[config.mk]
export PLATFORM = sky130hd
export DESIGN_NAME = relay_sequencer_top
export DESIGN_NICKNAME = d
export VERILOG_FILES = /design/src/common/relay_isa_pkg.sv /design/src/common/sequencer_pkg.sv /design/src/sequencer/instr_decoder.sv /design/src/sequencer/sequence_fsm.sv /design/src/sequencer/control_pulse_gen.sv /design/src/logic/relay_sequencer_top.sv
export SDC_FILE = /design/constraint.sdc
export NUM_CORES = 1
export LEC_CHECK = 0
export ABC_AREA = 1
export ABC_CLOCK_PERIOD_IN_PS = 4700
export BUFFER_PORTS_ARGS = -buffer_cell sky130_fd_sc_hd__buf_2
export CAP_MARGIN = 20
export CORE_ASPECT_RATIO = 1.5
export CORE_MARGIN = 2
export CORE_UTILIZATION = 62
export CTS_BUF_LIST = sky130_fd_sc_hd__clkbuf_2 sky130_fd_sc_hd__clkbuf_4 sky130_fd_sc_hd__clkbuf_8
export DETAILED_ROUTE_END_ITERATION = 10
export PLACE_DENSITY = 0.89
export SYNTH_ARGS = -nofsm -noshare
export SYNTH_HDL_FRONTEND = slang
export SYNTH_HIERARCHICAL = 1
export SYNTH_SLANG_ARGS = --single-unit
[constraint.sdc]
create_clock -name clock -period 4.7 [get_ports clock]
set_input_delay 0.94 -clock clock [delete_from_list [all_inputs] [get_ports clock]]
set_output_delay 0.94 -clock clock [all_outputs]
set_load 0.02 [all_outputs]
[src/common/relay_isa_pkg.sv]
// instruction-set definitions for the relay sequencer, imported by the decoder, FSM and pulse generator
package relay_isa_pkg;

	// one instruction byte as it arrives on the data bus
	typedef logic [7:0] instr_byte_t;

	// the two top opcode bits split off the mov8 and setab groups
	localparam int op_group_hi = 7;
	localparam int op_group_lo = 6;
	localparam logic [1:0] grp_mov8 = 2'b00;
	localparam logic [1:0] grp_setab = 2'b01;

	// outside those two groups the top nibble selects the class
	localparam int op_nibble_hi = 7;
	localparam int op_nibble_lo = 4;

	// class codes seen by the sequencer, which match the relay machine's decode lines
	typedef enum logic [3:0] {
		class_mov8       = 4'b0000,
		class_alu        = 4'b1000,
		class_setab      = 4'b0100,
		class_inc_xy     = 4'b1011,
		class_load_store = 4'b1001,
		class_goto       = 4'b1100,
		class_mov16_misc = 4'b1010
	} instr_class_t;

	// number of sequencer states each class occupies
	localparam int len_short = 8;
	localparam int len_medium = 12;
	localparam int len_inc = 14;
	localparam int len_long = 24;

	// maps an opcode byte onto its instruction class
	function automatic instr_class_t class_of(input instr_byte_t op);
		instr_class_t c;
		case (op[op_group_hi:op_group_lo])
			grp_mov8:  c = class_mov8;
			grp_setab: c = class_setab;
			default:
			begin
				case (op[op_nibble_hi:op_nibble_lo])
					4'b1000: c = class_alu;
					4'b1001: c = class_load_store;
					4'b1010: c = class_mov16_misc;
					4'b1011: c = class_inc_xy;
					4'b1100: c = class_goto;
					// halt and branch opcodes take the same cycle count as mov16
					default: c = class_mov16_misc;
				endcase
			end
		endcase
		return c;
	endfunction

	// gives the cycle length of a class
	function automatic int class_length(input instr_class_t c);
		int len;
		case (c)
			class_goto:                         len = len_long;
			class_inc_xy:                       len = len_inc;
			class_load_store, class_mov16_misc: len = len_medium;
			default:                            len = len_short;
		endcase
		return len;
	endfunction

endpackage

[src/common/sequencer_pkg.sv]
// sequencer state and control word types, imported by every sequencer block and the top level
package sequencer_pkg;

	// the longest instruction (goto) walks through all of these states
	localparam int num_states = 24;

	// one bit per state so the state register is also the Moore output
	typedef enum logic [num_states-1:0] {
		state_1  = 24'h00_0001,
		state_2  = 24'h00_0002,
		state_3  = 24'h00_0004,
		state_4  = 24'h00_0008,
		state_5  = 24'h00_0010,
		state_6  = 24'h00_0020,
		state_7  = 24'h00_0040,
		state_8  = 24'h00_0080,
		state_9  = 24'h00_0100,
		state_10 = 24'h00_0200,
		state_11 = 24'h00_0400,
		state_12 = 24'h00_0800,
		state_13 = 24'h00_1000,
		state_14 = 24'h00_2000,
		state_15 = 24'h00_4000,
		state_16 = 24'h00_8000,
		state_17 = 24'h01_0000,
		state_18 = 24'h02_0000,
		state_19 = 24'h04_0000,
		state_20 = 24'h08_0000,
		state_21 = 24'h10_0000,
		state_22 = 24'h20_0000,
		state_23 = 24'h40_0000,
		state_24 = 24'h80_0000
	} seq_state_t;

	// the instruction register captures the data bus at the end of this state
	localparam seq_state_t ir_load_state = state_5;

	// control lines sent to the rest of the machine
	typedef struct packed {
		logic fetch_addr;
		logic mem_read;
		logic ir_load;
		logic pc_inc;
		logic execute;
		logic instr_done;
	} ctrl_word_t;

endpackage

[src/sequencer/instr_decoder.sv]
// instruction register and class decode, instantiated once in the relay sequencer top level
`timescale 1ns/1ps

module instr_decoder
	import relay_isa_pkg::*;
	import sequencer_pkg::*;
(
	input  logic         clock,
	input  logic         rst_n,
	input  seq_state_t   state,
	input  instr_byte_t  data_bus,
	output instr_class_t iclass
);

	// the latched instruction byte
	instr_byte_t ir;

	// load enable comes straight from the one-hot state
	logic ir_en;

	// the bus only carries the instruction while the fetch sits in the load state
	assign ir_en = (state == ir_load_state);

	// the register is cleared so that a fresh machine decodes as mov8
	always_ff @(posedge clock or negedge rst_n)
	begin
		if (!rst_n)
			ir <= '0;
		else if (ir_en)
			ir <= data_bus;
	end

	// the class is decoded from the register and not from the bus
	// so it holds steady from state_6 until the next load, whatever the bus does meanwhile
	assign iclass = class_of(ir);

endmodule

[src/sequencer/sequence_fsm.sv]
// one-hot sequence FSM that steps through the states of each instruction, used by the top level
`timescale 1ns/1ps

module sequence_fsm
	import relay_isa_pkg::*;
	import sequencer_pkg::*;
(
	input  logic         clock,
	input  logic         rst_n,
	input  instr_class_t iclass,
	output seq_state_t   state
);

	seq_state_t next_state;

	// number of states the current instruction needs
	int cur_len;

	assign cur_len = class_length(iclass);

	// reset puts the machine at the start of a fetch
	always_ff @(posedge clock or negedge rst_n)
	begin
		if (!rst_n)
			state <= state_1;
		else
			state <= next_state;
	end

	// the state simply walks forward apart from three exit points
	always_comb
	begin
		case (state)
			state_1:  next_state = state_2;
			state_2:  next_state = state_3;
			state_3:  next_state = state_4;
			state_4:  next_state = state_5;
			state_5:  next_state = state_6;
			state_6:  next_state = state_7;
			state_7:  next_state = state_8;
			// mov8, alu and setab end here
			state_8:  next_state = (cur_len == len_short) ? state_1 : state_9;
			state_9:  next_state = state_10;
			state_10: next_state = state_11;
			state_11: next_state = state_12;
			// load/store and the mov16 group end here
			state_12: next_state = (cur_len == len_medium) ? state_1 : state_13;
			state_13: next_state = state_14;
			// only inc_xy stops at 14, goto carries on to the last state
			state_14: next_state = (cur_len == len_inc) ? state_1 : state_15;
			state_15: next_state = state_16;
			state_16: next_state = state_17;
			state_17: next_state = state_18;
			state_18: next_state = state_19;
			state_19: next_state = state_20;
			state_20: next_state = state_21;
			state_21: next_state = state_22;
			state_22: next_state = state_23;
			state_23: next_state = state_24;
			state_24: next_state = state_1;
			// a corrupted code with zero or several hot bits restarts the fetch
			default:  next_state = state_1;
		endcase
	end

endmodule

[src/sequencer/control_pulse_gen.sv]
// registered control word generator driven by the sequencer state, used by the top level
`timescale 1ns/1ps

module control_pulse_gen
	import relay_isa_pkg::*;
	import sequencer_pkg::*;
(
	input  logic         clock,
	input  logic         rst_n,
	input  seq_state_t   state,
	input  instr_class_t iclass,
	output ctrl_word_t   ctrl
);

	// bit position of the last state of the current instruction
	logic [4:0] final_idx;

	// the word as decoded from the present state, before the output register
	ctrl_word_t ctrl_next;

	// same length rule as the FSM so both agree on where the instruction ends
	assign final_idx = 5'(class_length(iclass) - 1);

	always_comb
	begin
		ctrl_next = '0;

		// fetch address is driven from state_1 through state_6
		ctrl_next.fetch_addr = |state[5:0];

		// memory is read from state_2 through state_5
		ctrl_next.mem_read = |state[4:1];

		ctrl_next.ir_load = (state == ir_load_state);

		// the program counter steps once the fetch is over
		ctrl_next.pc_inc = state[6];

		// execute covers state_8 up to the final state of the class
		for (int i = 7; i < num_states; i++)
		begin
			if (state[i] && (i <= int'(final_idx)))
				ctrl_next.execute = 1'b1;
		end

		// only the final state of the instruction raises done
		ctrl_next.instr_done = state[final_idx];
	end

	// the output register keeps decode glitches away from the relay drivers
	// and gives every line a fixed latency of one cycle
	always_ff @(posedge clock or negedge rst_n)
	begin
		if (!rst_n)
			ctrl <= '0;
		else
			ctrl <= ctrl_next;
	end

endmodule

[src/logic/relay_sequencer_top.sv]
// top level of the relay sequencer that joins the decoder, the FSM and the pulse generator
`timescale 1ns/1ps

module relay_sequencer_top
	import relay_isa_pkg::*;
	import sequencer_pkg::*;
(
	input  logic        clock,
	input  logic        rst_n,
	input  instr_byte_t data_bus,
	output seq_state_t  state,
	output ctrl_word_t  ctrl
);

	// class of the latched instruction, shared by the FSM and the pulse generator
	instr_class_t iclass;

	instr_decoder i_decoder (
		.clock    (clock),
		.rst_n    (rst_n),
		.state    (state),
		.data_bus (data_bus),
		.iclass   (iclass)
	);

	sequence_fsm i_fsm (
		.clock  (clock),
		.rst_n  (rst_n),
		.iclass (iclass),
		.state  (state)
	);

	control_pulse_gen i_pulse_gen (
		.clock  (clock),
		.rst_n  (rst_n),
		.state  (state),
		.iclass (iclass),
		.ctrl   (ctrl)
	);

endmodule

## Word level (Yosys, flattened, before mapping)

Cells that the tools add are included.

| storage, ports and cells | value |
|---|---|
| register bits after elaboration | 38 |
| word-level logic and storage cells | 109 |
| output and inout port bits | 30 |
| input bits | 10 |

| operators by class | value |
|---|---|
| mux-type cells | 26 |
| $add $sub $neg | 1 |
| equality and inequality tests | 35 |
| reductions and logical operators | 21 |
| $lt $le $gt $ge | 18 |

Operator list:

| operator | count |
|---|---|
| $pmux 24 s23 | 1 |
| $eq 32x5->1 const B | 3 |
| $le 4x5->1 const A | 8 |
| $le 5x5->1 const A | 8 |
| $eq 4x4->1 const B | 8 |
| $eq 24x1->1 const B | 1 |
| $eq 24x10->1 const B | 1 |
| $eq 24x11->1 const B | 1 |
| $eq 24x12->1 const B | 1 |
| $eq 24x13->1 const B | 1 |
| $eq 24x14->1 const B | 1 |
| $eq 24x15->1 const B | 1 |
| $eq 24x16->1 const B | 1 |
| $eq 24x17->1 const B | 1 |
| $eq 24x18->1 const B | 1 |
| $eq 24x19->1 const B | 1 |
| $eq 24x2->1 const B | 1 |
| $eq 24x20->1 const B | 1 |
| $eq 24x21->1 const B | 1 |
| $eq 24x22->1 const B | 1 |
| $eq 24x23->1 const B | 1 |
| $eq 24x3->1 const B | 1 |
| $eq 24x4->1 const B | 1 |
| $eq 24x5->1 const B | 1 |
| other kinds (21) | 54 |

## Depth between registers and ports, before layout

Gate-level depths: netlist of the first run.

| depth | value |
|---|---|
| depth in word-level cells | 26 |
| gate-level depth with buffers | 12 |

## Modules after synthesis

Netlist of the first run, hierarchy kept.

By module, submodules not included:

| module | area an instance (um^2) | instances | cells each | sequential area each (um^2) |
|---|---|---|---|---|
| sequence_fsm | 1481.4 | 1 | 204 | 601.8 |
| control_pulse_gen | 396.6 | 1 | 60 | 150.1 |
| instr_decoder | 321.6 | 1 | 46 | 100.1 |

## Worst setup path before layout of the first run

OpenSTA, ideal clock, no wires.

| timing | value |
|---|---|
| path type | register to output |
| from | register i_fsm.state[0] |
| to | output port state[0] |
| stages on the path, launching flop included | 1 |
| data arrival time | 0.627 ns |
| required time | 3.760 ns |
| path slack | 3.133 ns |
| path through | dfstp_2 |

RTL lines:

| what | RTL line | text |
|---|---|---|
| start, declared | sequence_fsm.sv:11 | `output seq_state_t state` |
| start signal, assigned | sequence_fsm.sv:25 | `state <= state_1;` |
| start signal, assigned | sequence_fsm.sv:27 | `state <= next_state;` |
| end, declared | relay_sequencer_top.sv:11 | `output seq_state_t state,` |

No word-level cell between the ends.

## Worst setup path after layout of the first run

| timing | value |
|---|---|
| from | register i_fsm.state[0] |
| to | output port state[0] |

No word-level cell between the ends.

==> flow_summary_export.csv, run 1 <==
group,metric,value,unit
route,vias,2083,
run,cap_violations,0,
global_route,grt_max_degree,35,
yosys,synth_top_cells_by_count,"nor2_1, nand2_1, inv_1",
yosys,netlist_area,2200,µm²
die,std_cell_rows,26,
yosys,synthTopCellsByArea,"dfrtp_1, nor2_1, nand2_1, inv_1, nand3_1",
worst_setup_path,arrival,1100,ps
pwr,total_power,1.08,mW
yosys,syn-mean-instance-area,7.10,µm²
worst_setup_path,required,3760,ps
pwr,ir_worst_vdd,328,µV
worst_setup_path,slowest_stage,"dfstp_2",
global_route,grt_pass1_vias,1979,
outcome,status,"complete, no violations",
worst_setup_path,r2r_slack,2880,ps
global_route,gr-total-overflow,0,
worst_setup_path,end_kind,"primary output",
clocking,path_clk_slew,70,ps
clocking,hold_buffers,0,
timing,tightestPinTransition,769,ps
worst_hold_path,hp-start,"i_fsm/state[6]",
finish,n_fill_cell,278,
yosys,async_flop_share,100,%
route,wl_per_cell,13.2,µm
yosys,synthCells,310,
yosys,synth_top_area_cell,"dfrtp_1",
timing,drv_slew,0,
placement,place_hpwl,3760,µm
pwr,p_leak,1.55,nW
worst_setup_path,crit_chain,"buf_2",
worst_setup_path,critPathBufInv,1,
worst_setup_path,reg2reg_to,"i_fsm/state[0]",
clocking,clockBufferDepth,2,
yosys,synth_top_cell_area_share,37.5,%
global_route,grtUsageTotal,28.3,%
die,start_util,64.4,%
timing,clock_skew,5.45,ps
yosys,synth_cell_type_count,30,
finish,diodes,0,
finish,utilization,73.8,%
worst_setup_path,cp_max_fo,7,
global_route,antenna_found_initial,0,
die,die_h,77.0,µm
yosys,synth_seq_cells,34,
route,drt-total-wl,5180,µm
die,ios,40,
finish,area_growth_syn_to_layout,14.6,%
yosys,synth.most_common_cell,"nor2_1",
clocking,tritoncts,"yes",
route,post-route-drc-count,0,
timing,setup_viol,0,
route,drt_iter0_markers,74,
yosys,ys_warn_count,6,
route,drtPass1Iterations,6,
finish,fin_nets,360,
worst_setup_path,critPathLaunchType,"flip-flop",
route,ant_nets,0,
worst_setup_path,critical_path_class,"reg2out",
clocking,numCtsBuffers,5,
timing,rsz0062_at_grt,"no",
finish,drive_gt1_share,23.6,%
clocking,insertion_delay,300,ps
timing,hold_ws,511,ps
timing,fin_crit_sh,43.4,%
timing,hold_violations,0,
clocking,cts-root-buf,"clkbuf_8",
worst_hold_path,hold_path.class,"reg2reg",
global_route,grt_pass1_wl,8590,µm
worst_hold_path,hold_depth,0,
worst_setup_path,r2r_cells,9,
placement,io_buffer_count,35,
timing,slew_headroom,48.8,%
pwr,p_per_area,428,nW/µm²
clocking,htree_levels,2,
route,viasPerCell,5.30,
finish,final_cell_area,2520,µm²
clocking,numClockSinks,34,
timing,fin_tns_setup,0,ps
worst_setup_path,slowest_delay,620,ps
clocking,cts_resized,0,
timing,min_period,2040,ps
die,die_w,52.6,µm
worst_setup_path,crit_family,"flip-flops",
yosys,yosysSeqAreaShare,38.7,%
yosys,postSynthNetCount,320,
yosys,ys.flop_type,"dfrtp_1",
die,die_area,4050,µm²
worst_setup_path,timing.rr.start,"i_fsm/state[13]",
clocking,post_cts_buffers,0,
yosys,synth_edf_count,0,
die,core,3420,µm²
worst_setup_path,cp.depth,1,
worst_hold_path,hold_path_end,"i_pulse_gen/ctrl[2]",
placement,gp_congestion,0.822,
timing,max_clock_freq,490,MHz
placement,placed_area,2410,µm²
==> sequential cells by signal, summed over array words and instances (netlist names) <==
signal            count
i_decoder/ir          4
i_pulse_gen/ctrl      6
i_fsm/state          24
==> cells in the final DEF, fill, tap and decap left out, types with 2 or more instances in the layout <==
cell type	n
a21oi_1	3
and2_1	2
buf_2	35
clkbuf_8	5
clkinv_2	2
dfrtp_1	33
inv_1	49
inv_2	4
nand2_1	60
nand2_2	8
nand2_4	2
nand3_1	35
nand4_1	6
nor2_1	61
nor2_2	9
nor2_4	9
nor2_8	2
nor3_1	7
nor4_1	2
o21ai_0	3
or2_1	3
==> cell families (layout without fill, tap and decap cells) <==
family                 after synthesis  after routing  share of synthesized area, %
AND/OR/NAND/NOR                    212            212                          49.1
flip-flops                          34             34                          38.7
AO/OA/AOI/OAI                        9              9                          2.39
buffers and inverters               55             96                          9.73
==> area by class of cell <==
type                    instances  area, µm²  share of cell area, %
well taps                      42       52.6                   2.08
multi-input cells             221       1130                   45.0
flip-flops and latches         34        852                   33.8
repair buffers                 35        175                   6.95
clock buffers                   5       68.8                   2.73
inverters                      53        199                   7.89
clock inverters                 3       40.0                   1.59
==> how the worst max path moves through the flow <==
stage	from	to	slack (ps)
2_1_floorplan	i_fsm/state[0]	state[0]	3130
3_3_place_gp	i_fsm/state[13]	i_fsm/state[0]	2960
3_5_place_dp	i_fsm/state[13]	i_fsm/state[0]	2950
4_1_cts	i_fsm/state[0]	state[0]	2640
5_1_grt	i_fsm/state[0]	state[0]	2630
6_report	i_fsm/state[0]	state[0]	2660
==> metrics by stage <==
step                setup WS [ps]  std cells
floorplan                    3130        310
global route                 2630        393
CTS                          2640        393
detailed placement           2950        385
finish                       2660        393
global placement             2960        385
==> power by group <==
group / switching [mW] / internal (mW)
Combinational: 0.281 / 0.144
Clock: 0.112 / 0.156
Sequential: 0.0500 / 0.337
==> layer usage <==
metal / vias up / track usage (%) / routed length (µm) / part of all wire (%)
li1: 1043 / - / - / -
met1: 932 / 32.2 / 1970 / 38
met2: 85 / 47.5 / 2710 / 52
met3: 23 / 5.25 / 283 / 5.5
met4: 0 / 16.2 / 216 / 4.2
met5: - / 0 / 0 / 0
Power figures use the tool's default switching activity.
==> inputs of run 2 (changes only) <==
--- a/config.mk
+++ b/config.mk
@@ -6,15 +6,15 @@
 export NUM_CORES = 1
 export LEC_CHECK = 0
 export ABC_AREA = 1
-export ABC_CLOCK_PERIOD_IN_PS = 4700
+export ABC_CLOCK_PERIOD_IN_PS = 1700
 export BUFFER_PORTS_ARGS = -buffer_cell sky130_fd_sc_hd__buf_2
 export CAP_MARGIN = 20
 export CORE_ASPECT_RATIO = 1.5
 export CORE_MARGIN = 2
-export CORE_UTILIZATION = 62
+export CORE_UTILIZATION = 52
 export CTS_BUF_LIST = sky130_fd_sc_hd__clkbuf_2 sky130_fd_sc_hd__clkbuf_4 sky130_fd_sc_hd__clkbuf_8
 export DETAILED_ROUTE_END_ITERATION = 10
-export PLACE_DENSITY = 0.89
+export PLACE_DENSITY = 0.8
 export SYNTH_ARGS = -nofsm -noshare
 export SYNTH_HDL_FRONTEND = slang
 export SYNTH_HIERARCHICAL = 1
==> constraint.sdc (replaced) <==
create_clock -name clock -period 1.7 [get_ports clock]
set_input_delay 0.34 -clock clock [delete_from_list [all_inputs] [get_ports clock]]
set_output_delay 0.34 -clock clock [all_outputs]
set_load 0.02 [all_outputs]
==> run 2 against run 1 <==
Power rose to 2.8 times the previous value. Final cell count up 7.9%. Register-to-register slack worse by 2800 ps. Die area increased by 18%. Sequential cell count unchanged. Combinational power grew to 3.1 times the previous value. Non-clock buffer count grew 27.
==> flow_summary_export.csv, run 2 (synthesis gave the netlist of run 1 again) <==
group,metric,value,unit
die,start_util,53.2,%
worst_setup_path,required,1930,ps
run,cap_violations,0,
route,drt_iter0_markers,85,
worst_setup_path,crit_top_cell,"nand2_1",
pwr,p_per_area,1100,nW/µm²
worst_setup_path,crit_family,"simple AND/OR/NAND/NOR gates",
die,std_cell_rows,29,
global_route,gr-total-overflow,0,
timing,min_period,1590,ps
timing,drv_slew,0,
timing,slew_headroom,69.5,%
worst_hold_path,hold_path.class,"in2async",
pwr,p_comb_share,44.0,%
pwr,pwr-share-seq,34.6,%
global_route,grtUsageTotal,25.0,%
clocking,numClockSinks,34,
timing,hold_violations,0,
finish,drive_gt1_share,29.4,%
worst_setup_path,slowest_delay,400,ps
route,ant_nets,0,
outcome,status,"complete, no violations",
clocking,path_clk_slew,70,ps
timing,timing.final.ws_setup,113,ps
pwr,ir_worst_vdd,904,µV
finish,largest_register_ffs,24,
route,vias,2203,
clocking,cts-root-buf,"clkbuf_8",
global_route,antenna_found_initial,0,
finish,diodes,0,
worst_setup_path,cp.depth,10,
global_route,grt_max_degree,35,
global_route,grt_pass1_wl,9210,µm
clocking,hold_buffers,0,
pwr,p_leak,1.69,nW
worst_setup_path,r2r_cells,10,
die,die_area,4780,µm²
worst_setup_path,crit_chain,"nor2_2, nand2_2, nor2_8, nand2_4, nor2_4, o21ai_0, nand2_1, nor2_1, nand2_1, nand2_1",
pwr,clkPwrFrac,21.4,%
clocking,htree_levels,2,
clocking,clockBufferDepth,2,
finish,largest-register,"i_fsm/state",
timing,tightestPinTransition,458,ps
route,post-route-drc-count,0,
finish,layout_common_cells,"nor2_1, nand2_1, inv_1",
route,drtPass1Iterations,4,
worst_setup_path,cp_max_fo,10,
die,ios,40,
finish,final_cells,424,
worst_setup_path,critPathBufInv,0,
die,core,4140,µm²
placement,gp_congestion,0.946,
worst_setup_path,arrival,1820,ps
worst_setup_path,end_kind,"flip-flop",
route,drt-total-wl,5580,µm
timing,max_clock_freq,630,MHz
placement,place_hpwl,4270,µm
route,viasPerCell,5.20,
route,wl_per_cell,13.2,µm
pwr,switching_share,41.5,%
worst_setup_path,critical_path_class,"reg2reg",
timing,clock_skew,6.88,ps
die,die_w,57.1,µm
placement,io_buffer_count,35,
die,die_h,83.7,µm
timing,setup_viol,0,
pwr,power_switching,1.25,mW
clocking,numCtsBuffers,5,
finish,fin_nets,387,
worst_setup_path,critPathLaunchType,"flip-flop",
finish,area_growth_syn_to_layout,24.4,%
timing,fin_crit_sh,93.4,%
placement,pre_cts_ws,106,ps
finish,reg.largest.list,"i_fsm/state x24, i_pulse_gen/ctrl x6, i_decoder/ir x4",
placement,placedCellCount,415,
pwr,p_int,1.77,mW
clocking,insertion_delay,300,ps
global_route,grt_pass1_vias,2122,
clocking,tritoncts,"yes",
finish,mostFrequentLayoutCell,"nor2_1",
worst_setup_path,slowest_stage,"dfrtp_1",
-- run 2: cell types whose count changed in the layout (fill, tap and decap cells not counted), sizes merged --
cell,previous run,this run
buf,35,62
clkbuf,5,7
bufinv,1,0
clkinv,2,1
-- run 2: worst paths after layout --
kind | from | end | slack (ps)
setup reg to reg | i_fsm/state[17] | i_fsm/state[0] | 110
setup / recovery | i_fsm/state[17] | i_fsm/state[0] | 110
hold / removal | rst_n | i_pulse_gen/ctrl[5] | 70
max in group asynchronous | rst_n | i_fsm/state[0] | 1280
min in group clock | data_bus[6] | i_decoder/ir[6] | 300
hold reg to reg | i_decoder/ir[4] | i_decoder/ir[4] | 530
-- run 2: repair_timing --
action | CTS | global route
setup buffers | 0 | 1
setup endpoints to repair | 0 | 2
resized for setup | 0 | 3
-- run 2: area by class of cell --
class	instances	area (µm²)
Clock inverter	1	5.00
Timing Repair Buffer	62	390
Fill cell	366	1400
Clock buffer	7	90.1
Multi-Input combinational cell	221	1140
Tap cell	46	57.6
Sequential cell	34	852
Inverter	53	199
-- run 2: layer usage --
| layer | global-route usage [%] | vias up | routed length, µm |
|---|---|---|---|
| li1 | - | 1094 | - |
| met1 | 27.1 | 1024 | 2070 |
| met5 | 0 | - | 0 |
| met3 | 3.88 | 18 | 266 |
| met4 | 14.0 | 0 | 208 |
| met2 | 44.7 | 67 | 3040 |
-- run 2: worst reg2reg max path: stages (launching register included) --
cell	delay (ps)
dfrtp_1	400
nor2_2	160
nand2_2	160
nor2_8	230
nand2_4	70
nor2_4	120
o21ai_0	110
nand2_1	110
nor2_1	60
nand2_1	60
nand2_1	50
-- run 2: per-stage QoR --
step	cell area [µm²]	total power [mW]	hold slack [ps]	utilization, %	TNS [ps]
6_report	2740	3.02	72.8	66.2	0
5_1_grt	2740	3.25	120	66.2	-4.21
4_1_cts	2710	3.00	79.7	65.5	0
3_5_place_dp	2610	2.35	401	63.2	0
3_3_place_gp	2610	2.31	395	63.2	0
2_1_floorplan	2200	1.99	44.4	-	0
-- run 2: power groups by stage --
stage	Combinational, mW	Sequential [mW]	Clock (mW)
CTS	1.31	1.04	0.656
finish	1.33	1.05	0.645
detailed placement	1.30	1.05	0
global route	1.51	1.06	0.681
floorplan	0.864	1.13	0
global placement	1.26	1.05	0
